--- config.mk ---
export PLATFORM = sky130hd
export DESIGN_NAME = bp_index_router
export DESIGN_NICKNAME = d
export VERILOG_FILES = /design/src/bp_pkg.sv /design/src/bp_index_router.sv
export SDC_FILE = /design/constraint.sdc
export NUM_CORES = 1
export LEC_CHECK = 0
export ABC_AREA = 1
export BUFFER_PORTS_ARGS = -buffer_cell sky130_fd_sc_hd__buf_2
export CELL_PAD_IN_SITES_DETAIL_PLACEMENT = 2
export CELL_PAD_IN_SITES_GLOBAL_PLACEMENT = 2
export CORE_MARGIN = 4
export CORE_UTILIZATION = 15
export CTS_BUF_LIST = sky130_fd_sc_hd__clkbuf_4 sky130_fd_sc_hd__clkbuf_8
export CTS_CLUSTER_DIAMETER = 30
export DETAILED_ROUTE_END_ITERATION = 6
export GPL_ROUTABILITY_DRIVEN = 0
export HOLD_SLACK_MARGIN = 0.12
export PLACE_DENSITY = 0.84
export SLEW_MARGIN = 20
export SYNTH_ARGS = -nofsm -noshare
export SYNTH_HDL_FRONTEND = slang
export SYNTH_SLANG_ARGS = --single-unit
--- constraint.sdc ---
create_clock -name clk_i -period 0.8 [get_ports clk_i]
set_input_delay 0.16 -clock clk_i [delete_from_list [all_inputs] [get_ports clk_i]]
set_output_delay 0.16 -clock clk_i [all_outputs]
set_load 0.01 [all_outputs]
--- src/bp_pkg.sv ---
package bp_pkg;

	// Core widths
	localparam int xlen = 32;             // Pc and target width

	// Entry geometry, 128 entries over four banks
	localparam int num_banks = 4;
	localparam int bank_bits = 2;
	localparam int bank_rows = 32;
	localparam int row_bits  = 5;
	localparam int tag_bits  = 23;

	// Field positions inside a word aligned pc
	localparam int bank_lsb = 2;                     // pc[3:2]
	localparam int row_lsb  = bank_lsb + bank_bits;  // pc[8:4]
	localparam int tag_lsb  = row_lsb + row_bits;    // pc[31:9]

	// Bimodal counter states
	// High bit set means predict taken
	localparam logic [1:0] ctr_strong_nt = 2'b00;
	localparam logic [1:0] ctr_weak_nt   = 2'b01;
	localparam logic [1:0] ctr_weak_t    = 2'b10;
	localparam logic [1:0] ctr_strong_t  = 2'b11;

	// Register map
	localparam int axil_addr_bits = 5;

	localparam logic [axil_addr_bits-1:0] reg_ctrl           = 5'h00;
	localparam logic [axil_addr_bits-1:0] reg_pred_taken     = 5'h04;
	localparam logic [axil_addr_bits-1:0] reg_pred_not_taken = 5'h08;
	localparam logic [axil_addr_bits-1:0] reg_res_taken      = 5'h0C;
	localparam logic [axil_addr_bits-1:0] reg_res_not_taken  = 5'h10;

	// Control register fields
	localparam int ctrl_en_bit  = 0;  // Predict enable, resets to 1
	localparam int ctrl_clr_bit = 1;  // Clear counters, self clearing

endpackage

--- src/bp_index_router.sv ---
module bp_index_router import bp_pkg::*; (
	input  logic                 clk_i,
	input  logic                 rst_i,

	input  logic                 lookup_valid_i,
	input  logic [xlen-1:0]      lookup_pc_i,
	input  logic                 upd_valid_i,
	input  logic                 upd_taken_i,
	input  logic [xlen-1:0]      upd_pc_i,
	input  logic [xlen-1:0]      upd_target_i,

	output logic [num_banks-1:0] bank_lookup_o,
	output logic [row_bits-1:0]  lookup_row_o,
	output logic [tag_bits-1:0]  lookup_tag_o,
	output logic [num_banks-1:0] bank_upd_o,
	output logic [row_bits-1:0]  upd_row_o,
	output logic [tag_bits-1:0]  upd_tag_o,
	output logic                 upd_taken_o,
	output logic [xlen-1:0]      upd_target_o,

	output logic                 ctx_valid_o,
	output logic [bank_bits-1:0] ctx_bank_o,
	output logic [xlen-1:0]      ctx_pc_o
);

	logic [bank_bits-1:0] lookup_bank;
	logic [bank_bits-1:0] upd_bank;

	// Field slicing, row and tag are shared by all banks
	assign lookup_bank  = lookup_pc_i[bank_lsb +: bank_bits];
	assign lookup_row_o = lookup_pc_i[row_lsb +: row_bits];
	assign lookup_tag_o = lookup_pc_i[tag_lsb +: tag_bits];

	assign upd_bank  = upd_pc_i[bank_lsb +: bank_bits];
	assign upd_row_o = upd_pc_i[row_lsb +: row_bits];
	assign upd_tag_o = upd_pc_i[tag_lsb +: tag_bits];

	assign upd_taken_o  = upd_taken_i;
	assign upd_target_o = upd_target_i;

	// One-hot bank strobes
	always_comb begin
		bank_lookup_o = '0;
		bank_upd_o    = '0;
		bank_lookup_o[lookup_bank] = lookup_valid_i;
		bank_upd_o[upd_bank]       = upd_valid_i;
	end

	// Lookup context for the merge stage, lines up with bank read data
	always_ff @(posedge clk_i) begin
		if (!rst_i) begin
			ctx_valid_o <= 1'b0;
		end else begin
			ctx_valid_o <= lookup_valid_i;
		end
	end

	always_ff @(posedge clk_i) begin
		if (lookup_valid_i) begin
			ctx_bank_o <= lookup_bank;
			ctx_pc_o   <= lookup_pc_i;   // Needed for the fall-through pc
		end
	end

endmodule

Yosys cells after proc, flatten, opt, wreduce, memory -nomap -nowiden --
Index checks and enable logic that the tools add are counted.
Storage, ports and cells: bits in registers 35, input port bits 101, output and inout bits 132, word-level logic and storage cells 15
Cells by class: magnitude comparators 4, multiplexer cells 4, bitwise operators 2, reduce and logical (&&, ||, !) cells 2
Operators with widths (number):
- 4-bit bitwise AND | 2
- 2-bit by 3-bit less-than comparator with 1-bit output (second input constant) | 2
- 1-bit demux with 2-bit select | 2
- 2-bit by 1-bit >= comparator with 1-bit output (second input constant) | 2
- 1-bit logical AND | 2
- 1-bit 2-to-1 mux | 2

Longest topological paths before layout --
depth after elaboration 5, mapped depth 3, gate-level depth less buffers 3

Worst setup path before layout --
No wires, ideal clock.
kind register to output, start point register, netlist name ctx_bank_o[0], end point output ctx_pc_o[2], data arrival time 0.578 ns, required time 0.640 ns, setup slack 0.062 ns, cell stages (with the launch flop) 2, path buffers 1, path through edfxtp_1 -> buf_4
RTL lines:
- to (decl) | RTL line bp_index_router.sv:23 | output logic [xlen-1:0] ctx_pc_o

Final worst setup path --
start point register ctx_bank_o[0], end point output ctx_bank_o[0]
RTL lines:
- from (decl) | RTL line bp_index_router.sv:22 | output logic [bank_bits-1:0] ctx_bank_o,
- from (signal assigned) | RTL line bp_index_router.sv:60 | ctx_bank_o <= lookup_bank;
No word-level cell between the ends.

==> run summary <==
PortBufs -> 108
CP Max Fanout -> 2
initial antenna violation count -> 0
num rows -> 38
CP Depth -> 1
Crit Path Class -> register to output port
Final Hold Vio Count -> 0
fin worst setup slack -> -0.1933 ns
Starting Density -> 15.63%
vias in the first global route -> 1121
H-tree depth -> 2
RSZ-0062 raised after global routing -> yes
number of top-level pins -> 233
most common cell after layout, fill and taps aside -> buf_2
ANT cells -> 0
outcome -> finished, violations left
remaining antenna violation count -> 0
clock buffer depth -> 2
Synthesized Nets -> 243
die area -> 13330 sq um
crit-path cells -> buf_2
CTS Buf Count -> 5
sequential-to-total area share from yosys stat -> 56.65%
met3 usage -> 2.089%
vias per std cell -> 3.170
max cap viols -> 0
period utilization -> 124.2%
critical path startpoint category -> register
failing checks -> negative setup slack
gr usage total -> 6.159%
Max-slew headroom -> 91.37%
grt met2 use -> 11.27%
Final TNS setup -> -4.877 ns
Net Sw Frac -> 22.83%
final setup fails -> 39
post-synth design cell area -> 1732 sq um
setup bufs post-CTS -> 0
Comb power frac -> 17.3%
Reg area -> 982.2 sq um
final core utilization -> 20.14%
peak supply drop -> 0.0006041 V
Avg Synthesized Cell Area -> 12.19 sq um
via count -> 1081
synth-to-layout area growth -> 28.83%
Switch Pwr -> 907.8 uW
clock network power share -> 30.4%
Slew Viols, Final -> 0
clock sinks -> 33
CP Capture Point -> ctx_bank_o[0]
total gr overflow -> 0
DR pass1 iterations -> 2
Warnings, synthesis -> 0
CP arrival -> 0.83 ns
internal cell power -> 3069 uW
CTS tree -> done
Post-Place Worst Slack -> -0.08209 ns
CP startpoint -> ctx_bank_o[0]
worst endpoint required time -> 0.64 ns
WL/cell -> 12.62 um
Mapped Cells -> 142
Power Density -> 1783 nW/um^2
DIE HEIGHT -> 115.4 um
Core Region -> 11080 sq um
Yosys reg bits -> 33
synth unique cells -> 6
drc violations -> 0
min Tclk post-route -> 0.9933 ns
first-pass GRT wire length -> 5934 um
leading cell types in the layout, fill and taps excluded -> buf_2 (105), edfxtp_1 (32), dlygate4sd3_1 (30)
total power draw -> 3977 uW
Max Fclk -> 1.007 GHz
grt peak-use layer -> met2
proportion of layout cells with a drive suffix above 1 -> 64.18%
grt met1 use -> 5.704%
multi-input logic area -> 63.81 sq um
Hold Path Depth -> 1
drt first-iter violations -> 56
NumNets Final -> 301
static leakage -> 0.001016 uW
cell at the slowest stage of the critical path -> edfxtp_1
DP HPWL -> 3506 um
Root Buffer -> clkbuf_8
DIE WIDTH -> 115.4 um
clk slew on worst S/H paths -> 0.06 ns
Worst path max stage delay -> 0.40 ns
CP delay by family, top -> flip-flops
Worst-Margin Slew -> 0.1294 ns
largest net degree at the start of global routing -> 23
# fillers -> 1252
Hold Path Class -> primary input to register
CP bufs+invs -> 1
Seq pwr share -> 52.2%
CP Capture Type -> output port
routed wire length -> 4302 um
## final cells by class
| type | instances | share of cell area, % |
|---|---|---|
| Clock buffer | 7 | 3.758 |
| Clock inverter | 1 | 0.2243 |
| Tap cell | 140 | 7.852 |
| Inverter | 5 | 0.8413 |
| Multi-Input combinational cell | 13 | 2.860 |
| Timing Repair Buffer | 142 | 40.44 |
| Sequential cell | 33 | 44.03 |
## cell families after synthesis
group,synth area share (%)
simple gates,2.818
buf+inv,40.54
flops,56.65
## power groups by stage
stage	Clock [uW]	Sequential, uW	Combinational (uW)
2_1_floorplan	0	2190	502
3_3_place_gp	0	2110	559
3_5_place_dp	0	2110	576
4_1_cts	1300	2080	701
5_1_grt	1400	2090	752
6_report	1210	2080	689
## stage by stage
stage	hold slack, ns	cell area [sq um]	cells
4_1_cts	0.1152	2227	343
3_3_place_gp	0.3201	1807	303
2_1_floorplan	0.2535	1732	142
3_5_place_dp	0.3201	1807	303
6_report	0.1068	2231	341
5_1_grt	0.1077	2231	341
## Yosys cell counts
library cell   n  area share (%)
edfxtp_1      32              55
nand2_1        5             1.1
buf_4         91              39
nor2_1         8             1.7
dfxtp_1        1             1.2
inv_1          5             1.1
## how the worst min path moves through the flow
| stage | startpoint | end | slack, ns |
|---|---|---|---|
| floorplan | lookup_valid_i | ctx_valid_o | 0.25 |
| global placement | upd_pc_i[22] | upd_tag_o[13] | 0.32 |
| detailed placement | upd_pc_i[22] | upd_tag_o[13] | 0.32 |
| CTS | lookup_pc_i[2] | ctx_bank_o[0] | 0.12 |
| global route | lookup_pc_i[26] | ctx_pc_o[26] | 0.11 |
| finish | lookup_pc_i[26] | ctx_pc_o[26] | 0.11 |
## sequential cells by signal (all words and copies together) (netlist names)
signal,count
ctx_valid_o,1
ctx_pc_o,31
ctx_bank_o,1
## per-layer routing
layer	wire length (um)	share of wire (%)
met4	144	3.3
met2	2173	51
met1	1327	31
met5	0	0
met3	655	15
## timing repair
action,in CTS,in global routing
pin swaps,3,2
hold endpoints to repair,33,4
cloned,0,0
gates resized for setup,5,9
hold buffers,32,2
endpoints found under the setup margin,40,44
(Power assumes the default switching activity.)
