[src/bp_pkg.sv]
package bp_pkg;

	// Core widths
	localparam int xlen = 32;             // Pc and target width

	// Entry geometry, 128 entries over four banks
	localparam int num_banks = 4;
	localparam int bank_bits = 2;
	localparam int bank_rows = 32;
	localparam int row_bits  = 5;
	localparam int tag_bits  = 23;

	// Field positions inside a word aligned pc
	localparam int bank_lsb = 2;                     // pc[3:2]
	localparam int row_lsb  = bank_lsb + bank_bits;  // pc[8:4]
	localparam int tag_lsb  = row_lsb + row_bits;    // pc[31:9]

	// Bimodal counter states
	// High bit set means predict taken
	localparam logic [1:0] ctr_strong_nt = 2'b00;
	localparam logic [1:0] ctr_weak_nt   = 2'b01;
	localparam logic [1:0] ctr_weak_t    = 2'b10;
	localparam logic [1:0] ctr_strong_t  = 2'b11;

	// Register map
	localparam int axil_addr_bits = 5;

	localparam logic [axil_addr_bits-1:0] reg_ctrl           = 5'h00;
	localparam logic [axil_addr_bits-1:0] reg_pred_taken     = 5'h04;
	localparam logic [axil_addr_bits-1:0] reg_pred_not_taken = 5'h08;
	localparam logic [axil_addr_bits-1:0] reg_res_taken      = 5'h0C;
	localparam logic [axil_addr_bits-1:0] reg_res_not_taken  = 5'h10;

	// Control register fields
	localparam int ctrl_en_bit  = 0;  // Predict enable, resets to 1
	localparam int ctrl_clr_bit = 1;  // Clear counters, self clearing

endpackage

[src/bp_stats_axil.sv]
module bp_stats_axil import bp_pkg::*; (
	input  logic                      clk_i,
	input  logic                      rst_i,

	// Event sources
	input  logic                      pred_valid_i,
	input  logic                      pred_taken_i,
	input  logic                      upd_valid_i,
	input  logic                      upd_taken_i,

	output logic                      predict_en_o,

	// AXI4-Lite slave
	input  logic                      s_awvalid_i,
	input  logic [axil_addr_bits-1:0] s_awaddr_i,
	output logic                      s_awready_o,
	input  logic                      s_wvalid_i,
	input  logic [31:0]               s_wdata_i,
	input  logic [3:0]                s_wstrb_i,
	output logic                      s_wready_o,
	output logic                      s_bvalid_o,
	output logic [1:0]                s_bresp_o,
	input  logic                      s_bready_i,
	input  logic                      s_arvalid_i,
	input  logic [axil_addr_bits-1:0] s_araddr_i,
	output logic                      s_arready_o,
	output logic                      s_rvalid_o,
	output logic [31:0]               s_rdata_o,
	output logic [1:0]                s_rresp_o,
	input  logic                      s_rready_i
);

	logic        wr_fire;
	logic        rd_fire;
	logic        ctrl_wr;
	logic        clr;
	logic [3:0]  cnt_evt;
	logic [31:0] cnt_q [4];
	logic [31:0] rd_word;

	// AW and W only move together, and only with B free
	assign s_awready_o = !s_bvalid_o && s_wvalid_i;
	assign s_wready_o  = !s_bvalid_o && s_awvalid_i;
	assign wr_fire     = s_awvalid_i && s_wvalid_i && !s_bvalid_o;
	assign s_bresp_o   = 2'b00;  // OKAY

	assign s_arready_o = !s_rvalid_o;
	assign rd_fire     = s_arvalid_i && s_arready_o;
	assign s_rresp_o   = 2'b00;  // OKAY, unknown offsets included

	assign ctrl_wr = wr_fire && (s_awaddr_i == reg_ctrl) && s_wstrb_i[0];
	assign clr     = ctrl_wr && s_wdata_i[ctrl_clr_bit];

	// Order: pred taken, pred not taken, res taken, res not taken
	assign cnt_evt = {upd_valid_i && !upd_taken_i, upd_valid_i && upd_taken_i,
		pred_valid_i && !pred_taken_i, pred_valid_i && pred_taken_i};

	always_ff @(posedge clk_i) begin
		if (!rst_i) begin
			predict_en_o <= 1'b1;
		end else if (ctrl_wr) begin
			predict_en_o <= s_wdata_i[ctrl_en_bit];
		end
	end

	// Wrapping event counters, clear wins over a same cycle event
	always_ff @(posedge clk_i) begin
		for (int i = 0; i < 4; i++) begin
			if (!rst_i || clr) begin
				cnt_q[i] <= '0;
			end else if (cnt_evt[i]) begin
				cnt_q[i] <= cnt_q[i] + 32'd1;
			end
		end
	end

	always_ff @(posedge clk_i) begin
		if (!rst_i) begin
			s_bvalid_o <= 1'b0;
		end else if (wr_fire) begin
			s_bvalid_o <= 1'b1;
		end else if (s_bready_i) begin
			s_bvalid_o <= 1'b0;
		end
	end

	// Read decode
	always_comb begin
		rd_word = '0;
		case (s_araddr_i)
			reg_ctrl:           rd_word[ctrl_en_bit] = predict_en_o;  // Clear bit reads 0
			reg_pred_taken:     rd_word = cnt_q[0];
			reg_pred_not_taken: rd_word = cnt_q[1];
			reg_res_taken:      rd_word = cnt_q[2];
			reg_res_not_taken:  rd_word = cnt_q[3];
			default:            rd_word = '0;
		endcase
	end

	always_ff @(posedge clk_i) begin
		if (!rst_i) begin
			s_rvalid_o <= 1'b0;
		end else if (rd_fire) begin
			s_rvalid_o <= 1'b1;
		end else if (s_rready_i) begin
			s_rvalid_o <= 1'b0;
		end
	end

	always_ff @(posedge clk_i) begin
		if (rd_fire) begin
			s_rdata_o <= rd_word;  // Held while R is stalled
		end
	end

endmodule

[config.mk]
export PLATFORM = sky130hd
export DESIGN_NAME = bp_stats_axil
export DESIGN_NICKNAME = d
export VERILOG_FILES = /design/src/bp_pkg.sv /design/src/bp_stats_axil.sv
export SDC_FILE = /design/constraint.sdc
export NUM_CORES = 1
export LEC_CHECK = 0
export ABC_AREA = 1
export BUFFER_PORTS_ARGS = -buffer_cell sky130_fd_sc_hd__buf_2
export CORE_AREA = 2 2 155 157
export DETAILED_ROUTE_END_ITERATION = 8
export DIE_AREA = 0 0 157 159
export PLACE_DENSITY = 0.68
export RECOVER_POWER = 25
export SLEW_MARGIN = 25
export SYNTH_ARGS = -nofsm -noshare
export SYNTH_HDL_FRONTEND = slang
export SYNTH_SLANG_ARGS = --single-unit
export TNS_END_PERCENT = 30
[constraint.sdc]
create_clock -name clk_i -period 3.7 [get_ports clk_i]
set_input_delay 1.11 -clock clk_i [delete_from_list [all_inputs] [get_ports clk_i]]
set_output_delay 1.11 -clock clk_i [all_outputs]
set_load 0.03 [all_outputs]
# [After elaboration in Yosys (flattened, before gate mapping)]
# Memory sizes are Yosys's and may differ from the RTL's.
# Cells that the tools add are included.
[totals] register_bits=35 ramBits=128 input_bits=57 output_inout_bits=42 word_cells=63 memories=1
[op_classes] addsub=4 n_eq_ne=4 mux=24 n_bitwise=4 reduce_logical=22
[memory_table] name="cnt_q" words=4 word_bits=32 rd=4 rd_ports_with_merged_regs=0 write_ports=4 line_no="bp_stats_axil.sv:38" text="logic [31:0] cnt_q [4];"
[op_table] op="32-bit by 1-bit adder with 32-bit output, second input constant" count=4
[op_table] op="32-bit 2-to-1 mux" count=4
[op_table] op="31-bit case mux with 4 select lines" count=1
[op_table] op="1-bit 2-to-1 mux" count=18
[op_table] op="1-bit logical AND" count=12
[op_table] op="5-bit by 4-bit == test with 1-bit output, second input constant" count=2
[op_table] op="5-bit logical NOT" count=2
[op_table] op="5-bit by 3-bit == test with 1-bit output, second input constant" count=1
[op_table] op="5-bit == test, second input constant" count=1
[op_table] op="1-bit logical NOT" count=5
[op_table] op="1-bit case mux with 5 select lines" count=1
[op_table] op="1-bit OR" count=4
[op_table] op="2-bit nonzero test" count=2
[op_table] op="1-bit logical OR" count=1

# [Logic depth before layout (Yosys ltp)]
[logic_depth] word_depth=9 ltp_mapped=9 depth_no_buf=9

# [Worst setup path after synthesis]
# Ideal clock, no wire load.
[synth_path] path_type="input -> register" start="in pred_valid_i" end="mem cnt_q[1][0], enable pin" setup_time_ns=0.466 t_arrival_ns=3.428 required_time_ns=3.234 slack_ns=-0.194 stages=2 n_path_buf=0 path_cell_list="inv_1 -> o21ai_0"
[synth_rtl] element="start, declared" line_no="bp_stats_axil.sv:6" text="input logic pred_valid_i,"
[synth_rtl] element="end, declared" line_no="bp_stats_axil.sv:38"

==> flow_summary_export.csv <==
group,metric,value,unit
cts,clockRootBuffer,"clkbuf_16",
detailed_routing,vias,9253,
cts,numClockSinks,163,
yosys,synth-edff-count,160,
floorplanning,core,23200,µm²
timing,tightestPinTransition,1.85,ns
placement,gp_congestion,0.951,
cts,htree_num_levels,4,
placement,place_area,11000,µm²
finish,instances_no_fill,1756,
cts,cts_resized,0,
yosys,yosys_warnings,0,
power,comb_power_share,8.4,%
timing,setup-violations-final,0,
finish,postLayoutCellArea,11500,µm²
detailed_routing,remaining_drc_errors,0,
setup_path,start_kind,"primary input",
power,power_leakage,3.93,nW
floorplanning,start_util,44.5,%
yosys,synth_area_per_cell,7.58,µm²
power,peakVddDrop,0.291,mV
yosys,ys_seq_area_share,47.1,%
detailed_routing,ant_nets,0,
placement,dp_hpwl,22400,µm
status,violations,"capacitance limit, slew limit",
cts,clk_latency,0.44,ns
cts,cts_tree,"done",
timing,max_freq,338,MHz
detailed_routing,drt_first_pass_iters,5,
finish,final_nets,1484,
yosys,synthTopCellsByCount,"nand2_1, nor2_1, edfxtp_1, inv_1, a21oi_1",
setup_path,arrival,3.09,ns
cts,cts_hold_buffers,0,
floorplanning,fp.dieH,159,µm
detailed_routing,avgViaCountPerCell,5.27,
grt,grt_max_degree,36,
yosys,synth_top_area_cell,"edfxtp_1",
flow_run,max_cap_violations,2,
power,power_frac_clock,39.7,%
yosys,async_flop_share,0,%
timing,hold_viol,0,
placement,dp.cells,1723,
yosys,synthSimpleGateAreaFrac,37.7,%
yosys,synth.area.top_cells,"edfxtp_1, nand2_1, nor2_1, inv_1, a21oi_1",
grt,grt_pass1_wl,46000,µm
power,p_sw_share,27.3,%
yosys,synth_xor_area_share,2.97,%
grt,antenna_found_initial,0,
timing,slew_headroom,-23.4,%
status,outcome,"finished, violations left",
yosys,netlist_area,10300,µm²
timing,fin_skew,0.00956,ns
timing,period_share,79.9,%
yosys,synthAdderAreaFrac,0.485,%
setup_path,worstPathMaxFanout,32,
cts,clk_pin_slew,0.07,ns
detailed_routing,routed_wl,29400,µm
timing,timing.hold.ws,0.596,ns
power,p_per_area,382,nW/µm²
yosys,synth_top_area_share,46.5,%
timing,slew_violations,67,
cts,postCtsSetupBuffers,0,
yosys,muxShareOfSynthArea,0,%
floorplanning,row_count,56,
yosys,synth_top_family_by_area,"simple AND/OR/NAND/NOR gates",
power,p_sw,0.00120,W
grt,grtUsageTotal,24.1,%
detailed_routing,wl_per_cell,16.8,µm
yosys,syn_inst,1362,
floorplanning,die_area,25000,µm²
yosys,yosys.cell_types.count,35,
detailed_routing,drt_iter0_markers,832,
placement,port_buffers,61,
power,power,0.00440,W
finish,area_growth,11.5,%
setup_path,required,3.83,ns
timing,rsz0062_at_grt,"no",
yosys,ys_ff_latch,163,
timing,period_needed,2.96,ns
finish,drive_gt1_share,9.12,%
cts,numCtsBuffers,17,
yosys,synth_most_common_cell,"nand2_1",
yosys,synth_flop_cell,"edfxtp_1",
grt,grt_pass1_vias,8571,
floorplanning,fp.dieW,157,µm
power,internal-power,0.00320,W
yosys,synth_compound_area_share,5.84,%
setup_path,crit_type,"in2reg",
setup_path,crit_path_end_kind,"flop",
cts,cts_buffer_depth,2,
grt,overflow,0,
floorplanning,io_pins,99,
worst_hold_path,hold_class,"reg2reg",
power,power_frac_seq,52.0,%
[power by group through the flow]
stage | Clock [W] | Sequential, W | Combinational, W
final | 0.00175 | 0.00229 | 0.000368
after detailed placement | 0 | 0.00232 | 0.000374
after global routing | 0.00185 | 0.00230 | 0.000409
after CTS | 0.00177 | 0.00228 | 0.000376
after floorplan | 0 | 0.00232 | 0.000223
after global placement | 0 | 0.00232 | 0.000363
[area by class of cell]
type / instances / area [µm²]
inverter: 113 / 424
clock inverter: 15 / 145
fill: 2282 / 11700
sequential: 163 / 4860
clock buffer: 17 / 425
antenna: 1 / 2.50
multi-input combinational: 1054 / 4870
timing repair buffer: 74 / 380
tap: 319 / 399
[registers in the layout, indices dropped and copies added (netlist names)]
name	cells
s_rvalid_o	1
predict_en_o	1
cnt_q	128
s_bvalid_o	1
s_rdata_o	32
[logic make-up after synthesis]
kind of cell             count (synthesis)
AND/OR/NAND/NOR                        899
adder cells (fa/ha/maj)                  4
AO/OA/AOI/OAI                          112
other                                    1
XOR/XNOR                                35
buffers and inverters                  148
flip-flops                             163
[through the flow]
stage | setup slack, ns | utilization (%) | setup TNS [ns]
2_1_floorplan | -0.194 | - | -6.21
3_3_place_gp | 0.752 | 47.3 | 0
3_5_place_dp | 0.716 | 47.4 | 0
4_1_cts | 1.07 | 49.9 | 0
5_1_grt | 0.505 | 49.6 | 0
6_report | 0.743 | 49.7 | 0
[critical path, stage by stage]
cell      delay (ns)
clkbuf_1        0.11
nand2_1         0.06
nor2_1          0.23
nand4_2         0.21
nand3_1         0.11
clkbuf_1        1.10
nor2_1          0.14
[path summary, 6_finish.rpt]
| path | endpoint | cells after the start | startpoint | slack (ns) |
|---|---|---|---|---|
| worst min register to register | predict_en_o$_SDFFE_PN1P_ | 2 | predict_en_o$_SDFFE_PN1P_ | 0.60 |
| worst max-delay path | cnt_q[1][20]$_SDFFCE_PN0P_ | 7 | s_awvalid_i | 0.74 |
| worst min-delay path | predict_en_o$_SDFFE_PN1P_ | 2 | predict_en_o$_SDFFE_PN1P_ | 0.60 |
| worst max register to register | cnt_q[1][20]$_SDFFCE_PN0P_ | 5 | s_bvalid_o$_SDFFE_PN0P_ | 1.20 |
[cell usage in the layout (no fill, tap or decap), types with 2 or more instances in the layout]
master / instances
a21oi_1: 75
buf_2: 33
buf_4: 10
clkbuf_1: 30
clkbuf_16: 17
clkinv_2: 2
clkinv_4: 2
clkinvlp_4: 2
conb_1: 4
dfxtp_1: 3
edfxtp_1: 160
ha_1: 4
inv_1: 109
inv_2: 4
inv_6: 7
nand2_1: 457
nand2_2: 10
nand2_4: 2
nand3_1: 63
nand3_2: 2
nand3b_1: 9
nand4_1: 52
nor2_1: 256
nor2_2: 13
nor2_4: 14
nor3_1: 3
o21a_1: 2
o21ai_0: 20
o21bai_1: 12
or2_0: 9
or2_2: 5
xnor2_1: 19
xor2_1: 16
[per-layer routing]
metal	part of all wire (%)	GRT usage (%)	up-vias
li1	-	-	4574
met1	43	32.8	4290
met2	47	38.5	333
met3	7.2	4.65	56
met4	3.0	8.30	0
met5	0	0	-
Power figures use the tool's default switching activity.
