==> config.mk <==
export PLATFORM = sky130hd
export DESIGN_NAME = bp_bank
export DESIGN_NICKNAME = d
export VERILOG_FILES = /design/src/bp_pkg.sv /design/src/bp_bank.sv
export SDC_FILE = /design/constraint.sdc
export NUM_CORES = 2
export LEC_CHECK = 0
export BUFFER_PORTS_ARGS = -buffer_cell sky130_fd_sc_hd__buf_2
export CAP_MARGIN = 5
export CORE_MARGIN = 10
export CORE_UTILIZATION = 25
export CTS_CLUSTER_DIAMETER = 30
export DETAILED_ROUTE_END_ITERATION = 7
export PLACE_DENSITY = 0.41
export SLEW_MARGIN = 25
export SYNTH_ARGS = -nofsm -noshare
export SYNTH_HDL_FRONTEND = slang
export SYNTH_SLANG_ARGS = --single-unit
export TNS_END_PERCENT = 10
==> constraint.sdc <==
create_clock -name clk_i -period 12.5 [get_ports clk_i]
set_input_delay 1.25 -clock clk_i [delete_from_list [all_inputs] [get_ports clk_i]]
set_output_delay 1.25 -clock clk_i [all_outputs]
set_load 0.005 [all_outputs]
==> src/bp_pkg.sv <==
package bp_pkg;

	// Core widths
	localparam int xlen = 32;             // Pc and target width

	// Entry geometry, 128 entries over four banks
	localparam int num_banks = 4;
	localparam int bank_bits = 2;
	localparam int bank_rows = 32;
	localparam int row_bits  = 5;
	localparam int tag_bits  = 23;

	// Field positions inside a word aligned pc
	localparam int bank_lsb = 2;                     // pc[3:2]
	localparam int row_lsb  = bank_lsb + bank_bits;  // pc[8:4]
	localparam int tag_lsb  = row_lsb + row_bits;    // pc[31:9]

	// Bimodal counter states
	// High bit set means predict taken
	localparam logic [1:0] ctr_strong_nt = 2'b00;
	localparam logic [1:0] ctr_weak_nt   = 2'b01;
	localparam logic [1:0] ctr_weak_t    = 2'b10;
	localparam logic [1:0] ctr_strong_t  = 2'b11;

	// Register map
	localparam int axil_addr_bits = 5;

	localparam logic [axil_addr_bits-1:0] reg_ctrl           = 5'h00;
	localparam logic [axil_addr_bits-1:0] reg_pred_taken     = 5'h04;
	localparam logic [axil_addr_bits-1:0] reg_pred_not_taken = 5'h08;
	localparam logic [axil_addr_bits-1:0] reg_res_taken      = 5'h0C;
	localparam logic [axil_addr_bits-1:0] reg_res_not_taken  = 5'h10;

	// Control register fields
	localparam int ctrl_en_bit  = 0;  // Predict enable, resets to 1
	localparam int ctrl_clr_bit = 1;  // Clear counters, self clearing

endpackage

==> src/bp_bank.sv <==
module bp_bank import bp_pkg::*; (
	input  logic                clk_i,
	input  logic                rst_i,

	// Lookup side
	input  logic                lookup_i,
	input  logic [row_bits-1:0] lookup_row_i,
	input  logic [tag_bits-1:0] lookup_tag_i,

	// Update side
	input  logic                upd_i,
	input  logic [row_bits-1:0] upd_row_i,
	input  logic [tag_bits-1:0] upd_tag_i,
	input  logic                upd_taken_i,
	input  logic [xlen-1:0]     upd_target_i,

	// Registered read result
	output logic                hit_o,
	output logic                ctr_taken_o,
	output logic [xlen-1:0]     target_o
);

	logic [bank_rows-1:0] valid_q;
	logic [tag_bits-1:0]  tag_mem    [bank_rows];
	logic [1:0]           ctr_mem    [bank_rows];
	logic [xlen-1:0]      target_mem [bank_rows];

	logic       lookup_match;
	logic       upd_match;
	logic [1:0] upd_ctr_cur;
	logic [1:0] upd_ctr_next;

	assign lookup_match = valid_q[lookup_row_i] && (tag_mem[lookup_row_i] == lookup_tag_i);
	assign upd_match    = valid_q[upd_row_i] && (tag_mem[upd_row_i] == upd_tag_i);
	assign upd_ctr_cur  = ctr_mem[upd_row_i];

	// Next counter state for the updated entry
	always_comb begin
		if (!upd_match) begin
			// Claimed entry starts biased toward the first outcome
			upd_ctr_next = upd_taken_i ? ctr_weak_t : ctr_strong_nt;
		end else begin
			case (upd_ctr_cur)
				ctr_strong_nt: upd_ctr_next = upd_taken_i ? ctr_weak_nt : ctr_strong_nt;
				ctr_weak_nt:   upd_ctr_next = upd_taken_i ? ctr_weak_t : ctr_strong_nt;
				ctr_weak_t:    upd_ctr_next = upd_taken_i ? ctr_strong_t : ctr_weak_nt;
				default:       upd_ctr_next = upd_taken_i ? ctr_strong_t : ctr_weak_t;
			endcase
		end
	end

	// Valid bits, all entries invalid out of reset
	always_ff @(posedge clk_i) begin
		if (!rst_i) begin
			valid_q <= '0;
		end else if (upd_i) begin
			valid_q[upd_row_i] <= 1'b1;
		end
	end

	// Entry payload
	always_ff @(posedge clk_i) begin
		if (upd_i) begin
			tag_mem[upd_row_i] <= upd_tag_i;
			ctr_mem[upd_row_i] <= upd_ctr_next;
			// Target kept on a not taken hit
			if (upd_taken_i || !upd_match) begin
				target_mem[upd_row_i] <= upd_target_i;
			end
		end
	end

	// Registered read, a same cycle update is not visible yet
	always_ff @(posedge clk_i) begin
		if (!rst_i) begin
			hit_o <= 1'b0;
		end else if (lookup_i) begin
			hit_o <= lookup_match;
		end
	end

	always_ff @(posedge clk_i) begin
		if (lookup_i) begin
			ctr_taken_o <= ctr_mem[lookup_row_i][1];  // Taken half of the counter
			target_o    <= target_mem[lookup_row_i];
		end
	end

endmodule

======== Yosys cells after proc, flatten, opt, wreduce, memory -nomap -nowiden ========
Memories as Yosys holds them, arrays and structs flattened. A register that Yosys moved wholly into a read port is not among the register bits.
Cells that the tools add are included.
storage, ports and cells
  memories kept ........................... 3
  bits in registers ....................... 33
  RAM bits ................................ 1,824
  word-level logic and storage cells ...... 36
  input bits .............................. 93
  output and inout port bits .............. 34
memories
  memory      words  width  rd ports  clocked after Yosys merged registers in  wr ports  line           source
  target_mem  32     32     1         1                                        1         bp_bank.sv:26  logic [xlen-1:0] target_mem [bank_rows];
  tag_mem     32     23     2         0                                        1         bp_bank.sv:24  logic [tag_bits-1:0] tag_mem [bank_rows];
  ctr_mem     32     2      2         1                                        1         bp_bank.sv:25  logic [1:0] ctr_mem [bank_rows];
operators by class
  eq/ne operators ......................... 4
  muxes and demuxes ....................... 17
  bitwise logic cells ..................... 1
  $lt $le $gt $ge ......................... 3
  reductions and logical operators ........ 6
operators with widths
  cell                                                        count
  == test 23 bit                                              2
  bitwise OR 32 bit                                           1
  less-than comparator 5 x 6 -> 1 bit, second input constant  2
  binary-select mux 1 bit (select 5 bit)                      2
  two-way mux 1 bit                                           10
  two-way mux 2 bit                                           3
  case mux 2 bit (3 select lines)                             1
  demux 1 bit (select 5 bit)                                  1
  >= comparator 5 x 1 -> 1 bit, second input constant         1
  logical AND 1 bit                                           3
  == test 2 x 1 -> 1 bit, second input constant               1
  == test 2 bit, second input constant                        1
  zero test 2 bit                                             1
  zero test 1 bit                                             1
  logical OR 1 bit                                            1

======== Depth between registers and ports, before layout ========
  depth in word-level cells ............... 8
  mapped depth ............................ 14
  mapped depth without buffers ............ 8

======== Least setup slack after synthesis ========
No wires, ideal clock.
  kind .................................... input-to-reg
  start point ............................. in upd_row_i[0]
  end point ............................... mem ctr_mem[0][0], data pin
  required time ........................... 11,744 ps
  arrival time ............................ 6,306 ps
  path buffers ............................ 5
  setup time .............................. 756 ps
  path slack .............................. 5,438 ps
  cell stages on the path ................. 11
  cells stage by stage .................... buf_6 -> buf_6 -> buf_4 -> buf_6 -> buf_2 -> mux4_2 -> a22o_1 -> a221o_1 -> nor2_1 -> nand2_1 -> a2111oi_0
between the ends
  longest elaborated chain between the ends .. 4
  elaborated cells on any way between the ends .. 11
  those cells by class .................... eq/ne: 3; mux: 4; reduce/logical: 2; memory: 2
ends and longest elaborated chain
  what                                                                  line                          source
  from (decl)                                                           bp_bank.sv:12                 input logic [row_bits-1:0] upd_row_i,
  memory (32 x 23 bit), or another cell as far along                    --
  == test 23 bit, or another cell as far along                          bp_bank.sv:34                 assign upd_match = valid_q[upd_row_i] && (tag_mem[upd_row_i] == upd_tag_i);
  logical AND 1 bit or case mux 2 bit (3 select lines) (tied branches)  bp_bank.sv:34, bp_bank.sv:43
  two-way mux 2 bit (*)                                                 bp_bank.sv:39                 if (!upd_match) begin
  named net upd_ctr_next[0]                                             bp_bank.sv:31                 logic [1:0] upd_ctr_next;
  to (decl)                                                             bp_bank.sv:25
The timed path passes the listed nets; every way through them passes the cells marked *. The select of a mux whose other input is x is not followed.

======== Worst setup path in the final report ========
  start point ............................. in upd_row_i[0]
  end point ............................... mem target_mem[22][15], enable pin
between the ends
  longest elaborated chain between the ends .. 8
  elaborated cells on any way between the ends .. 10
  those cells by class .................... eq/ne: 1; mux: 5; reduce/logical: 3; memory: 1
ends and longest elaborated chain
  what                                                                            line           source
  memory (32 x 23 bit) or binary-select mux 1 bit (select 5 bit) (tied branches)  --
  == test 23 bit or two-way mux 1 bit (tied branches)                             bp_bank.sv:34
  logical AND 1 bit                                                               bp_bank.sv:34
  zero test 1 bit                                                                 bp_bank.sv:67  if (upd_taken_i || !upd_match) begin
  logical OR 1 bit                                                                bp_bank.sv:67
  two-way mux 1 bit                                                               bp_bank.sv:67
  two-way mux 1 bit                                                               bp_bank.sv:63  if (upd_i) begin
  two-way mux 1 bit (not written as such)                                         bp_bank.sv:68  target_mem[upd_row_i] <= upd_target_i;
  to (decl)                                                                       bp_bank.sv:26
Parallel ways exist; a longest one is shown, timed or not. The select of a mux whose other input is x is not followed.

==> results.yml <==
hold_path:
  hp-class: "reg2reg"
  min_path_cells: 1
power_and_ir_drop:
  pwr-share-seq_pct: 35.5
  p_switching_uw: 4330
  p_int_uw: 15600
  combPwrFrac_pct: 4.6
  leakage_uw: 0.0333
  switching_share_pct: 21.7
  irDropWorstVdd_mv: 0.128
  p_per_area_nw_per_um2: 199
  p_clk_share_pct: 59.8
synthesis:
  synth_seq_cells: 1890
  synth-async-reset-ratio_pct: 0
  synth_area_per_cell_sq_um: 20.4
  ys.flop_type: "edfxtp_1"
  postSynthCellCount: 3863
  ys_seq_area_share_pct: 71.6
  syn-num-nets: 3956
  yosysTopAreaCellShare_pct: 70.8
  synth_cell_type_count: 62
  synth_top_area_cell: "edfxtp_1"
  syn-cell-area_sq_um: 78800
  ys_warn_count: 0
  synth_edf_count: 1857
  synthTopCellsByArea: "edfxtp_1, mux4_2, mux2i_1"
detailed_routing:
  drc: 0
  drtIter0Drc: 3938
  drt-total-wl_mm: 273
  first_pass_iters: 5
  postRouteAntennaNets: 0
  post_drt_wl_per_cell_um: 30.7
  via_count: 43328
  vias_per_cell: 4.88
final_layout:
  n_fill_cell: 30147
  area_growth_pct: 27.7
  drive_gt1_share_pct: 34.1
  fin_nets: 4407
worst_setup_path:
  criticalPathCategory: "in2reg"
  cp_slowest_cell: "buf_4"
  critPathMaxStageDelay_ps: 790
  crit_top_cell: "buf_4"
  crit_arrival_ps: 7480
  critPathMaxFanout: 75
  worstRegToRegCells: 10
  cp.required_ps: 13110
  cp-start-kind: "input pin"
  crit_chain: "buf_8 > buf_4 > buf_4 > mux2i_1 > o22ai_1 > or4_1 > or3_1 > a22oi_1 > nand4_1 > nor4_4 > buf_4 > nor3_4 > buf_4"
  critPathCaptureType: "flop"
global_route:
  grt_pass1_vias: 44997
  grt_use_total_pct: 15.6
  busiest_layer: "met2"
  grt_pass1_wl_mm: 377
  grtUsageMet3_pct: 2.60
  overflow: 0
  met2_usage_pct: 25.3
  grt_antenna_before_repair: 31
  met1_usage_pct: 21.6
  grt_max_degree: 103
sta:
  fmax_mhz: 145
  fin_ws_ps: 5630
  finalHoldViolations: 0
  worst_pin_slew_ps: 1060
  maxSlewViolCount: 0
  setup_violations: 0
  skew_ps: 105
  rsz0062_at_grt: "no"
  fin_crit_ps: 6870
  slew_headroom_pct: 29.2
  fin_crit_sh_pct: 55.0
  finalSetupTns_ps: 0
floorplan:
  core_area_sq_um: 314000
  ios: 127
  die_area_sq_um: 338000
  fp.dieW_um: 581
  die_y_um: 581
  row_count: 206
  initial_core_util_pct: 25.1
cts:
  post_cts_buffers: 0
  ctsHoldBuffers: 0
  cts_tree: "yes"
  cts_buffers: 445
  htreeDepth: 5
  cts_resized: 0
  clockBufferDepth: 4
  cts_root_buf: "clkbuf_16"
  clk_latency_ps: 960
  clkSinkCount: 1890
  clk_pin_slew_ps: 50
status:
  status: "finished clean"
placed_design:
  place.gp.congestion: 0.779
  numPortBuffers: 126
  post-dp-hpwl_mm: 156
  place_ws_ps: 4570
flow_run:
  cap_violations: 0
metrics by stage:
stage                     power, uW  utilization [%]  hold WS (ps)  instances  cell area [sq um]
after global routing          20600             32.0           490       8868             101000
after CTS                     20200             32.0           482       8865             101000
after floorplan                7710                -           452       3863              78800
after global placement         8150             27.0           472       8023              84900
final                         20000             32.0           480       8876             101000
after detailed placement       8150             27.0           472       8026              84900
registers in the layout, indices dropped and copies added (netlist names):
register,cells
tag_mem,736
valid_q,32
ctr_taken_o,1
target_o,32
target_mem,1024
ctr_mem,64
hit_o,1
power groups by stage:
| stage | Sequential (uW) | Combinational (uW) | Clock, uW |
|---|---|---|---|
| 3_3_place_gp | 7210 | 936 | 0 |
| 2_1_floorplan | 7200 | 505 | 0 |
| 4_1_cts | 7100 | 940 | 12100 |
| 6_report | 7100 | 923 | 12000 |
| 3_5_place_dp | 7210 | 939 | 0 |
| 5_1_grt | 7100 | 977 | 12500 |
per-layer routing:
metal,vias up,part of all wire [%]
li1,17654,-
met5,-,0.024
met1,23693,45
met2,1519,48
met4,12,2.5
met3,450,5.2
layout make-up:
type / instances / area (sq um) / share of cell area, %
Inverter: 3 / 21.3 / 0.0211
Clock buffer: 511 / 11500 / 11.4
Timing Repair Buffer: 256 / 1750 / 1.74
Antenna cell: 10 / 25.0 / 0.0249
Tap cell: 4160 / 5200 / 5.17
Clock inverter: 328 / 4190 / 4.16
Multi-Input combinational cell: 1718 / 21500 / 21.4
Sequential cell: 1890 / 56400 / 56.1
path summary, 6_finish.rpt:
kind | from | endpoint | slack [ps]
setup reg to reg | tag_mem[19][12]$_DFFE_PP_ | target_mem[22][15]$_DFFE_PP_ | 7350
hold reg to reg | valid_q[2]$_SDFFE_PN0P_ | valid_q[2]$_SDFFE_PN0P_ | 480
setup / recovery | upd_row_i[0] | target_mem[22][15]$_DFFE_PP_ | 5630
hold / removal | valid_q[2]$_SDFFE_PN0P_ | valid_q[2]$_SDFFE_PN0P_ | 480
synthesized netlist by cell type, drive strengths merged, types with 15 or more instances:
| cell | number |
|---|---|
| edfxtp | 1857 |
| mux4 | 534 |
| mux2i | 410 |
| o22ai | 211 |
| buf | 165 |
| nand2 | 120 |
| clkbuf | 87 |
| nor4 | 55 |
| nor2 | 48 |
| nor3 | 39 |
| dfxtp | 33 |
| o21a | 33 |
| a21oi | 27 |
| and3 | 20 |
| xor2 | 17 |
| a22oi | 16 |
| o21ai | 15 |
worst max-delay path: cells and delay by family:
family / cells / cell delay, ps
buf+inv: 5 / 3170
simple gates: 5 / 2060
compound gates: 2 / 450
mux: 1 / 280
kinds of logic (layout without fill, tap and decap cells):
group | Yosys count | count (layout) | share of synthesized area (%)
compound gates | 365 | 365 | 3.10
mux | 953 | 953 | 20.6
buf+inv | 255 | 1098 | 1.68
simple gates | 379 | 379 | 2.79
other cells | 0 | 10 | 0
xor+xnor | 21 | 21 | 0.233
flops | 1890 | 1890 | 71.6
placed cells by master (no fill, tap or decap), types with 16 or more instances in the layout:
master | Yosys | final
clkinvlp_4 | 0 | 40
a21oi_1 | 27 | 27
bufinv_16 | 0 | 83
nor3_4 | 0 | 30
clkbuf_1 | 87 | 59
clkbuf_16 | 0 | 447
clkinv_2 | 0 | 81
buf_4 | 22 | 120
nor4_1 | 53 | 53
xor2_1 | 17 | 17
edfxtp_1 | 1857 | 1857
and3_1 | 20 | 20
clkinv_4 | 0 | 19
nand2_1 | 120 | 120
clkinv_1 | 1 | 75
mux4_2 | 534 | 534
a22oi_1 | 16 | 16
mux2i_1 | 410 | 410
nor2_1 | 48 | 16
o21a_1 | 33 | 33
nor2_4 | 0 | 32
o22ai_1 | 210 | 210
buf_2 | 100 | 120
dfxtp_1 | 33 | 33
No activity file was read; power rests on OpenSTA's default activity.
