[config.mk]
export PLATFORM = sky130hd
export DESIGN_NAME = bp_result_merge
export DESIGN_NICKNAME = d
export VERILOG_FILES = /design/src/bp_pkg.sv /design/src/bp_result_merge.sv
export SDC_FILE = /design/constraint.sdc
export NUM_CORES = 1
export LEC_CHECK = 0
export ABC_AREA = 0
export BUFFER_PORTS_ARGS = -buffer_cell sky130_fd_sc_hd__buf_2
export CAP_MARGIN = 20
export CORE_MARGIN = 5
export CORE_UTILIZATION = 32
export DETAILED_ROUTE_END_ITERATION = 8
export GPL_TIMING_DRIVEN = 0
export PLACE_DENSITY = 0.91
export SLEW_MARGIN = 25
export SYNTH_ARGS = -nofsm -noshare
export SYNTH_HDL_FRONTEND = slang
export SYNTH_SLANG_ARGS = --single-unit
[constraint.sdc]
create_clock -name vclk -period 1.5
set_clock_uncertainty 0.05 [all_clocks]
set_input_delay 0 -clock vclk [all_inputs]
set_output_delay 0 -clock vclk [all_outputs]
set_load 0.03 [all_outputs]
[src/bp_pkg.sv]
package bp_pkg;

	// Core widths
	localparam int xlen = 32;             // Pc and target width

	// Entry geometry, 128 entries over four banks
	localparam int num_banks = 4;
	localparam int bank_bits = 2;
	localparam int bank_rows = 32;
	localparam int row_bits  = 5;
	localparam int tag_bits  = 23;

	// Field positions inside a word aligned pc
	localparam int bank_lsb = 2;                     // pc[3:2]
	localparam int row_lsb  = bank_lsb + bank_bits;  // pc[8:4]
	localparam int tag_lsb  = row_lsb + row_bits;    // pc[31:9]

	// Bimodal counter states
	// High bit set means predict taken
	localparam logic [1:0] ctr_strong_nt = 2'b00;
	localparam logic [1:0] ctr_weak_nt   = 2'b01;
	localparam logic [1:0] ctr_weak_t    = 2'b10;
	localparam logic [1:0] ctr_strong_t  = 2'b11;

	// Register map
	localparam int axil_addr_bits = 5;

	localparam logic [axil_addr_bits-1:0] reg_ctrl           = 5'h00;
	localparam logic [axil_addr_bits-1:0] reg_pred_taken     = 5'h04;
	localparam logic [axil_addr_bits-1:0] reg_pred_not_taken = 5'h08;
	localparam logic [axil_addr_bits-1:0] reg_res_taken      = 5'h0C;
	localparam logic [axil_addr_bits-1:0] reg_res_not_taken  = 5'h10;

	// Control register fields
	localparam int ctrl_en_bit  = 0;  // Predict enable, resets to 1
	localparam int ctrl_clr_bit = 1;  // Clear counters, self clearing

endpackage

[src/bp_result_merge.sv]
module bp_result_merge import bp_pkg::*; (
	// Lookup context from the router
	input  logic                            ctx_valid_i,
	input  logic [bank_bits-1:0]            ctx_bank_i,
	input  logic [xlen-1:0]                 ctx_pc_i,

	// Bank responses
	input  logic [num_banks-1:0]            bank_hit_i,
	input  logic [num_banks-1:0]            bank_ctr_taken_i,
	input  logic [num_banks-1:0][xlen-1:0]  bank_target_i,

	input  logic                            predict_en_i,

	output logic                            pred_valid_o,
	output logic                            pred_taken_o,
	output logic [xlen-1:0]                 pred_pc_o,
	output logic                            pred_taken_pulse_o
);

	logic            sel_hit;
	logic            sel_ctr_taken;
	logic [xlen-1:0] sel_target;
	logic [xlen-1:0] fall_through_pc;
	logic            taken;

	// Only the bank that owned the pc answers
	assign sel_hit       = bank_hit_i[ctx_bank_i];
	assign sel_ctr_taken = bank_ctr_taken_i[ctx_bank_i];
	assign sel_target    = bank_target_i[ctx_bank_i];

	assign fall_through_pc = ctx_pc_i + xlen'(4);  // Next sequential instruction

	assign taken = ctx_valid_i && predict_en_i && sel_hit && sel_ctr_taken;

	assign pred_valid_o = ctx_valid_i;
	assign pred_taken_o = taken;
	assign pred_pc_o    = taken ? sel_target : fall_through_pc;

	// Event strobe for the statistics block
	assign pred_taken_pulse_o = taken;

endmodule

# After elaboration in Yosys (flattened, before gate mapping)

Index checks and enable logic that the tools add are counted.
W data, S select, Z words.

Register bits: 0
Output and inout port bits: 35

Add/sub/neg operators: 1
Magnitude comparators: 1
Mux-type cells: 7
Reduce and logical (&&, ||, !) cells: 3

Operators by type and width:

| kind                    | count |
|---|---|
| $bmux W32 S2            | 1 |
| $mux W32                | 2 |
| $add A32 B3 Y32 const B | 1 |
| $bmux W1 S2             | 2 |
| $logic_and A1 B1 Y1     | 3 |
| $lt A2 B3 Y1 const B    | 1 |
| $mux W1                 | 2 |

# Depth between registers and ports, before layout

Gate-level depths: netlist of run 1.

Depth after elaboration: 5
Mapped depth: 6

# Worst setup path before layout of run 1

OpenSTA, ideal clock, no wires.

Path kind: in2out
Start point: input port ctx_bank_i[0]
End point: output port pred_pc_o[30]
Data arrival time: 2.037 ns
Required time: 1.450 ns
Slack: -0.587 ns
Cell stages on the path: 6
Buffers on the path: 3
Cells stage by stage: clkbuf_1 -> mux4_2 -> or2_2 -> buf_2 -> buf_1 -> a31oi_1

Word-level cells in the longest chain between the ends: 5
Elaborated cells between the ends (all ways): 9
Those cells by class: mux: 7; reduce/logical: 2

RTL lines:

| what                              | RTL line              | RTL |
|---|---|---|
| start: declaration                | bp_result_merge.sv:4  | `input logic [bank_bits-1:0] ctx_bank_i,` |
| $bmux W1 S2                       | bp_result_merge.sv:27 | `assign sel_hit = bank_hit_i[ctx_bank_i];` |
| $mux W1 (not written as such)     | bp_result_merge.sv:27 |  |
| $logic_and A1 B1 Y1 (2 in series) | bp_result_merge.sv:33 | `assign taken = ctx_valid_i && predict_en_i && sel_hit && sel_ctr_taken;` |
| $mux W32 (*)                      | bp_result_merge.sv:37 | `assign pred_pc_o = taken ? sel_target : fall_through_pc;` |
| end: declaration                  | bp_result_merge.sv:16 | `output logic [xlen-1:0] pred_pc_o,` |

Mark *: on every way between the ends. The rest lies on a longest branch, timed or not. The select of a mux whose other input is x is not followed.

# Final worst setup path of run 1

Start point: input port ctx_pc_i[3]
End point: output port pred_pc_o[26]

Word-level cells in the longest chain between the ends: 2

RTL lines:

| what               | RTL line              | RTL |
|---|---|---|
| start: declaration | bp_result_merge.sv:5  | `input logic [xlen-1:0] ctx_pc_i,` |
| $add A32 B3 Y32    | bp_result_merge.sv:31 | `assign fall_through_pc = ctx_pc_i + xlen'(4);` |
| $mux W32           | bp_result_merge.sv:37 |  |

Every way passes these cells.

==> results of run 1 <==
-- worst min-delay path, stage by stage --
cell	delay [ns]
buf_8	0.09
a21oi_2	0.05
buf_6	0.13
-- cell usage after synthesis (3+ instances only) --
cell type	number
a21oi_1	10
a31oi_1	13
buf_2	7
clkbuf_1	11
inv_1	6
mux2_2	9
mux4_2	33
nand2_1	13
nand3_1	6
nand4_1	8
nor3_1	26
nor4_1	3
o21ai_0	5
o31ai_1	8
or3_1	3
or4_1	10
xnor2_1	13
-- stage by stage --
stage / hold slack (ns) / TNS, ns / area (um^2) / util (%)
after floorplan: 0.0460 / -2.14 / 2270 / -
after global placement: 0.306 / -10.64 / 3380 / 61.4
after detailed placement: 0.309 / -10.79 / 3380 / 61.4
after CTS: 0.227 / -5.14 / 4070 / 73.9
after global routing: 0.231 / -5.67 / 4170 / 75.7
final: 0.220 / -4.77 / 4170 / 75.7
-- routing by layer --
| layer | up-vias | part of all wire [%] |
|---|---|---|
| met4 | 0 | 1.4 |
| met5 | - | 0 |
| met2 | 155 | 57 |
| li1 | 1300 | - |
| met1 | 1352 | 34 |
| met3 | 14 | 7.7 |
-- cell families after synthesis --
logic type / Yosys count
fa+ha+maj: 1
compound gates: 36
simple gates: 82
mux: 42
buf+inv: 27
xor+xnor: 15
-- timing repair --
action                     4_1_cts  5_1_grt
cloned                           4        0
resized for setup              138       26
buffers inserted                20        3
hold endpoints to repair         0        0
setup endpoints to repair       33       33
pin swaps                       14        9
-- area by class of cell --
class	count	area, um^2	share of cell area, %
multi-input combinational	176	2240	53.7
timing repair buffer	231	1640	39.3
buffer	16	175	4.20
tap	72	90.1	2.16
inverter	6	26.3	0.630
-- worst max path at each step --
stage,endpoint,slack (ns),depth (start not counted)
2_1_floorplan,pred_pc_o[26],-0.17,6
3_3_place_gp,pred_pc_o[27],-0.51,7
3_5_place_dp,pred_pc_o[26],-0.51,8
4_1_cts,pred_pc_o[25],-0.30,7
5_1_grt,pred_pc_o[26],-0.31,7
6_report,pred_pc_o[26],-0.28,7
-- where the power goes --
part           leakage [nW]  switching (W)  internal, W
sequential                0              0            0
combinational          1.73       0.000578     0.000681
clock                     0              0            0
total                  1.73       0.000578     0.000681
==> impl_metrics.prom, run 1 <==
# TYPE chip_impl_metric gauge
chip_impl_metric{name="fmax",unit="MHz"} 561
chip_impl_metric{name="die_y",unit="um"} 85.2
chip_impl_metric{name="post_synthesis_share_of_cell_area_spent_on_xor_and_xnor_gates",unit="%"} 7.26
chip_impl_metric{name="final_period_minus_worst_setup_slack",unit="ns"} 1.78
chip_impl_metric{name="synth_mux_area_share",unit="%"} 46.6
chip_impl_metric{name="power_per_cell_area",unit="mW/mm^2"} 302
chip_impl_metric{name="groute.layer.met3.usage",unit="%"} 3.50
chip_impl_metric{name="via_per_inst",unit=""} 5.63
chip_impl_metric{name="core.rowCount",unit=""} 27
chip_impl_metric{name="layout-drive-gt1-share",unit="%"} 81.6
chip_impl_metric{name="synth-warning-count",unit=""} 0
chip_impl_metric{name="worst_slack",unit="ns"} -0.282
chip_impl_info{name="worstSetupPathType",value="input port to output port"} 1
chip_impl_metric{name="synth-compound-area-share",unit="%"} 12.0
chip_impl_metric{name="mappedNetlistNets",unit=""} 376
chip_impl_metric{name="min_path_cells",unit=""} 3
chip_impl_metric{name="timing_max_transition_violations_final",unit=""} 0
chip_impl_metric{name="period_share",unit="%"} 119
chip_impl_info{name="layout_common_cells",value="154 x buf_2, 46 x buf_6, 33 x mux4_2"} 1
chip_impl_metric{name="design.die.area",unit="mm^2"} 0.00726
chip_impl_metric{name="wl",unit="mm"} 9.84
chip_impl_metric{name="dp_worst_setup_slack",unit="ns"} -0.508
chip_impl_metric{name="vdd.ir_drop.worst",unit="mV"} 0.222
chip_impl_metric{name="grt_remaining_overflow",unit=""} 0
chip_impl_metric{name="totalPowerFinal",unit="W"} 0.00126
chip_impl_metric{name="post-route-drc-count",unit=""} 0
chip_impl_metric{name="count_of_port_buffers_added_during_placement",unit=""} 204
chip_impl_info{name="violations",value="setup timing"} 1
chip_impl_metric{name="timing.final.setup_violations",unit=""} 31
chip_impl_metric{name="die_x",unit="um"} 85.2
chip_impl_metric{name="crit_arrival",unit="ns"} 1.73
chip_impl_info{name="cp_slowest_cell",value="or4_4"} 1
chip_impl_metric{name="cellLeakagePower",unit="nW"} 1.73
chip_impl_metric{name="dr.pass1.iters",unit=""} 4
chip_impl_info{name="min_from",value="ctx_pc_i[2]"} 1
chip_impl_metric{name="antenna_cells",unit=""} 0
chip_impl_metric{name="max_slew.worst_pin.slew",unit="ns"} 0.681
chip_impl_metric{name="max-cap-violations",unit=""} 0
chip_impl_metric{name="initial_utilization",unit="%"} 32.9
chip_impl_metric{name="area_of_the_mapped_netlist",unit="mm^2"} 0.00181
chip_impl_metric{name="critPathMaxStageDelay",unit="ns"} 0.57
chip_impl_metric{name="grt_start_max_net_pins",unit=""} 13
chip_impl_metric{name="stdcell_count",unit=""} 501
chip_impl_metric{name="hold_viol_final",unit=""} 0
chip_impl_metric{name="critical_path.n_buffers_inverters",unit=""} 2
chip_impl_info{name="crit_family",value="simple AND/OR/NAND/NOR gates"} 1
chip_impl_metric{name="netlist.area_leader.share",unit="%"} 41.1
chip_impl_metric{name="via_count_of_the_first_global_routing_pass",unit=""} 3144
chip_impl_info{name="critPathLaunchType",value="input port"} 1
chip_impl_info{name="whs_endpoint",value="pred_pc_o[2]"} 1
chip_impl_metric{name="yosys.cell_types.count",unit=""} 30
chip_impl_metric{name="drt-initial-drc-count",unit=""} 53
chip_impl_info{name="synth_top_cells_by_area",value="mux4_2 41%, nor3_1 7.2%, xnor2_1 6.3%"} 1
chip_impl_info{name="largest_family_of_logic_cells_by_synthesized_area",value="multiplexers"} 1
chip_impl_metric{name="critical_path.max_fanout",unit=""} 9
chip_impl_info{name="setup.worst_path.start",value="ctx_pc_i[3]"} 1
chip_impl_info{name="path_cells",value="buf_8, ha_4, nand3_4, or4_4, or4_4, a31oi_4, buf_6"} 1
chip_impl_info{name="grt_setup_unrepaired",value="true"} 1
chip_impl_metric{name="synth-seq-area-share",unit="%"} 0
chip_impl_metric{name="dr_total_vias",unit=""} 2821
chip_impl_info{name="globalRoute.busiestLayer",value="met2"} 1
chip_impl_metric{name="io_pins",unit=""} 207
chip_impl_metric{name="core",unit="mm^2"} 0.00551
chip_impl_info{name="outcome",value="finished with violations"} 1
chip_impl_metric{name="synthesis.area_per_instance",unit="um^2"} 8.92
chip_impl_metric{name="synth_simple_gate_area_share",unit="%"} 27.0
chip_impl_metric{name="layout.sequential_cells",unit=""} 0
chip_impl_metric{name="first_pass_grt_wire_length",unit="mm"} 15.0
chip_impl_info{name="hold_path.class",value="input port to output port"} 1
chip_impl_metric{name="num-clock-buffers",unit=""} 0
chip_impl_metric{name="antenna_violations_before_repair",unit=""} 0
chip_impl_info{name="final_common_cell",value="buf_2"} 1
chip_impl_metric{name="post_synth_fa_ha_maj_area_fraction",unit="%"} 0.691
chip_impl_metric{name="timing.max_slew.rel_slack",unit="%"} 54.6
chip_impl_metric{name="track_usage",unit="%"} 25.4
chip_impl_metric{name="routabilityCongestion",unit=""} 0.891
chip_impl_info{name="timing.critical_path.to_type",value="output port"} 1
chip_impl_metric{name="cts_hold_repair.buffers",unit=""} 0
chip_impl_metric{name="flow.area_growth_from_synthesis",unit="%"} 130
chip_impl_metric{name="dpl.cell_count",unit=""} 479
chip_impl_metric{name="synth_cells",unit=""} 203
chip_impl_metric{name="regArea",unit="um^2"} 0
chip_impl_metric{name="groute.layer.met1.usage",unit="%"} 26.7
chip_impl_metric{name="drtAntennaViolNets",unit=""} 0
chip_impl_metric{name="routed_wire_length_per_instance",unit="um"} 19.6
chip_impl_metric{name="num-nets-final",unit=""} 604
chip_impl_metric{name="use_met2",unit="%"} 53.1
chip_impl_metric{name="layout.filler_cells",unit=""} 383
chip_impl_info{name="synth_area_leader_cell",value="mux4_2"} 1
chip_impl_metric{name="timing.critical_path.required",unit="ns"} 1.45
chip_impl_info{name="most_frequent_cell_on_the_critical_path",value="or4_4"} 1
chip_impl_metric{name="dp.final_hpwl",unit="mm"} 7.95
(Power assumes the default switching activity.)
==> run 2: changes to the inputs <==
--- a/config.mk
+++ b/config.mk
@@ -8,7 +8,7 @@
 export ABC_AREA = 0
 export BUFFER_PORTS_ARGS = -buffer_cell sky130_fd_sc_hd__buf_2
 export CAP_MARGIN = 20
-export CORE_MARGIN = 5
+export CORE_ASPECT_RATIO = 0.75
 export CORE_UTILIZATION = 32
 export DETAILED_ROUTE_END_ITERATION = 8
 export GPL_TIMING_DRIVEN = 0
==> run 2 against run 1 <==
  * The flow still finishes with violations (setup timing)
  * Worst setup slack got worse by 0.074 ns
  * Global-route usage increased by 7.1 points
  * Routed wire length increased by 12%
  * Largest cell class unchanged
  * Largest power group unchanged
==> impl_metrics.prom, run 2 (same netlist as run 1, synthesis figures left out) <==
# TYPE chip_impl_metric gauge
chip_impl_metric{name="max_slew.worst_pin.slew",unit="ns"} 0.729
chip_impl_metric{name="first_pass_grt_wire_length",unit="mm"} 14.6
chip_impl_metric{name="cellLeakagePower",unit="nW"} 1.83
chip_impl_metric{name="dr_total_vias",unit=""} 3027
chip_impl_metric{name="grt_start_max_net_pins",unit=""} 13
chip_impl_metric{name="drtAntennaViolNets",unit=""} 0
chip_impl_metric{name="timing.critical_path.required",unit="ns"} 1.45
chip_impl_metric{name="via_per_inst",unit=""} 5.85
chip_impl_metric{name="io_pins",unit=""} 207
chip_impl_metric{name="grt_remaining_overflow",unit=""} 0
chip_impl_metric{name="timing.final.setup_violations",unit=""} 34
chip_impl_metric{name="post-route-drc-count",unit=""} 0
chip_impl_metric{name="via_count_of_the_first_global_routing_pass",unit=""} 2989
chip_impl_info{name="outcome",value="finished with violations"} 1
chip_impl_metric{name="num-clock-buffers",unit=""} 0
chip_impl_info{name="grt_setup_unrepaired",value="true"} 1
chip_impl_metric{name="layout.sequential_cells",unit=""} 0
chip_impl_metric{name="core.rowCount",unit=""} 23
chip_impl_info{name="path_cells",value="buf_8, ha_4, nand3_4, or4_4, buf_4, o31ai_1, a31oi_4, buf_6"} 1
chip_impl_metric{name="layout.filler_cells",unit=""} 330
chip_impl_metric{name="num-nets-final",unit=""} 616
chip_impl_metric{name="layout-drive-gt1-share",unit="%"} 83.2
chip_impl_metric{name="die_y",unit="um"} 67.1
chip_impl_metric{name="routabilityCongestion",unit=""} 0.880
chip_impl_metric{name="die_x",unit="um"} 88.9
chip_impl_metric{name="antenna_violations_before_repair",unit=""} 1
chip_impl_metric{name="regArea",unit="um^2"} 0
chip_impl_info{name="final_common_cell",value="buf_2"} 1
chip_impl_info{name="cp_slowest_cell",value="or4_4"} 1
chip_impl_metric{name="worst_slack",unit="ns"} -0.356
chip_impl_info{name="critPathLaunchType",value="input port"} 1
chip_impl_metric{name="final_period_minus_worst_setup_slack",unit="ns"} 1.86
chip_impl_info{name="setup.worst_path.start",value="ctx_pc_i[2]"} 1
chip_impl_metric{name="timing_max_transition_violations_final",unit=""} 0
chip_impl_metric{name="flow.area_growth_from_synthesis",unit="%"} 140
chip_impl_metric{name="cts_hold_repair.buffers",unit=""} 0
chip_impl_metric{name="count_of_port_buffers_added_during_placement",unit=""} 204
chip_impl_info{name="worstSetupPathType",value="input port to output port"} 1
chip_impl_info{name="setup.worst_path.end",value="pred_pc_o[30]"} 1
chip_impl_metric{name="routed_wire_length_per_instance",unit="um"} 21.2
chip_impl_info{name="violations",value="setup timing"} 1
chip_impl_metric{name="crit_arrival",unit="ns"} 1.81
chip_impl_metric{name="dp_worst_setup_slack",unit="ns"} -0.510
chip_impl_metric{name="initial_utilization",unit="%"} 33.6
chip_impl_metric{name="max-cap-violations",unit=""} 0
chip_impl_metric{name="dp.final_hpwl",unit="mm"} 7.51
chip_impl_metric{name="drt-initial-drc-count",unit=""} 120
chip_impl_metric{name="core",unit="mm^2"} 0.00538
chip_impl_info{name="hold_path.class",value="input port to output port"} 1
chip_impl_metric{name="design.die.area",unit="mm^2"} 0.00597
chip_impl_metric{name="vdd.ir_drop.worst",unit="mV"} 0.226
chip_impl_metric{name="period_share",unit="%"} 124
chip_impl_metric{name="critPathMaxStageDelay",unit="ns"} 0.50
chip_impl_metric{name="track_usage",unit="%"} 32.4
chip_impl_metric{name="power_per_cell_area",unit="mW/mm^2"} 306
chip_impl_metric{name="hold_viol_final",unit=""} 0
chip_impl_metric{name="dr.pass1.iters",unit=""} 4
chip_impl_metric{name="utilization",unit="%"} 80.8
chip_impl_metric{name="wl",unit="mm"} 11.0
chip_impl_info{name="timing.critical_path.to_type",value="output port"} 1
chip_impl_metric{name="timing.max_slew.rel_slack",unit="%"} 51.4
chip_impl_metric{name="critical_path.max_fanout",unit=""} 8
chip_impl_metric{name="fmax",unit="MHz"} 539
chip_impl_info{name="layout_common_cells",value="152 x buf_2, 48 x buf_6, 33 x mux4_2"} 1
[run 2: cell types whose count changed in the layout (fill, tap and decap cells not counted), sizes merged]
| cell | before | now |
|---|---|---|
| buf | 238 | 249 |
| clkbuf | 9 | 10 |
| diode | 0 | 1 |
[run 2: layer usage]
metal | global-route usage, % | vias to the layer above | part of all wire (%)
li1 | - | 1327 | -
met1 | 38.9 | 1502 | 37
met2 | 61.5 | 170 | 55
met3 | 4.28 | 28 | 5.7
met4 | 7.86 | 0 | 2.4
met5 | 0 | - | 0
[run 2: power by group]
group          switching, W        total [W]     internal [W]
clock                     0  0.0000000000891  0.0000000000891
sequential                0                0                0
combinational      0.000620          0.00133         0.000711
[run 2: worst min path at each step]
stage                     start      endpoint  cells after the start  slack (ns)
global route        ctx_pc_i[0]  pred_pc_o[0]                      3        0.29
floorplan           ctx_pc_i[2]  pred_pc_o[2]                      1        0.05
CTS                 ctx_pc_i[0]  pred_pc_o[0]                      3        0.28
finish              ctx_pc_i[1]  pred_pc_o[1]                      3        0.28
detailed placement  ctx_valid_i  pred_valid_o                      3        0.31
global placement    ctx_valid_i  pred_valid_o                      3        0.31
[run 2: cell type report]
type                       instances  area, um^2  area share (%)
timing repair buffer             241        1800            41.3
inverter                           6        26.3           0.604
buffer                            18         188            4.31
antenna                            1        2.50          0.0575
multi-input combinational        176        2240            51.6
tap                               75        93.8            2.16
[run 2: worst max-delay path: cells and delay by family]
family          cells  cell delay, ns
buf+inv             3            0.44
compound gates      2            0.63
simple gates        2            0.59
fa+ha+maj           1            0.14
[run 2: through the flow]
| stage | hold WS [ns] | cells | power (W) | area, um^2 | TNS, ns |
|---|---|---|---|---|---|
| after floorplan | 0.0460 | 203 | 0.000626 | 2270 | -2.14 |
| after global placement | 0.308 | 482 | 0.000994 | 3380 | -10.22 |
| after detailed placement | 0.312 | 482 | 0.00103 | 3380 | -10.60 |
| after CTS | 0.277 | 509 | 0.00125 | 4120 | -5.65 |
| after global routing | 0.291 | 517 | 0.00139 | 4350 | -6.67 |
| final | 0.281 | 517 | 0.00133 | 4350 | -5.50 |
[run 2: repair_timing]
item,4_1_cts,5_1_grt
pin swaps,20,7
setup buffers,27,8
endpoints found under the setup margin,33,34
cloned,3,1
gates resized for setup,126,50
hold endpoints to repair,0,0
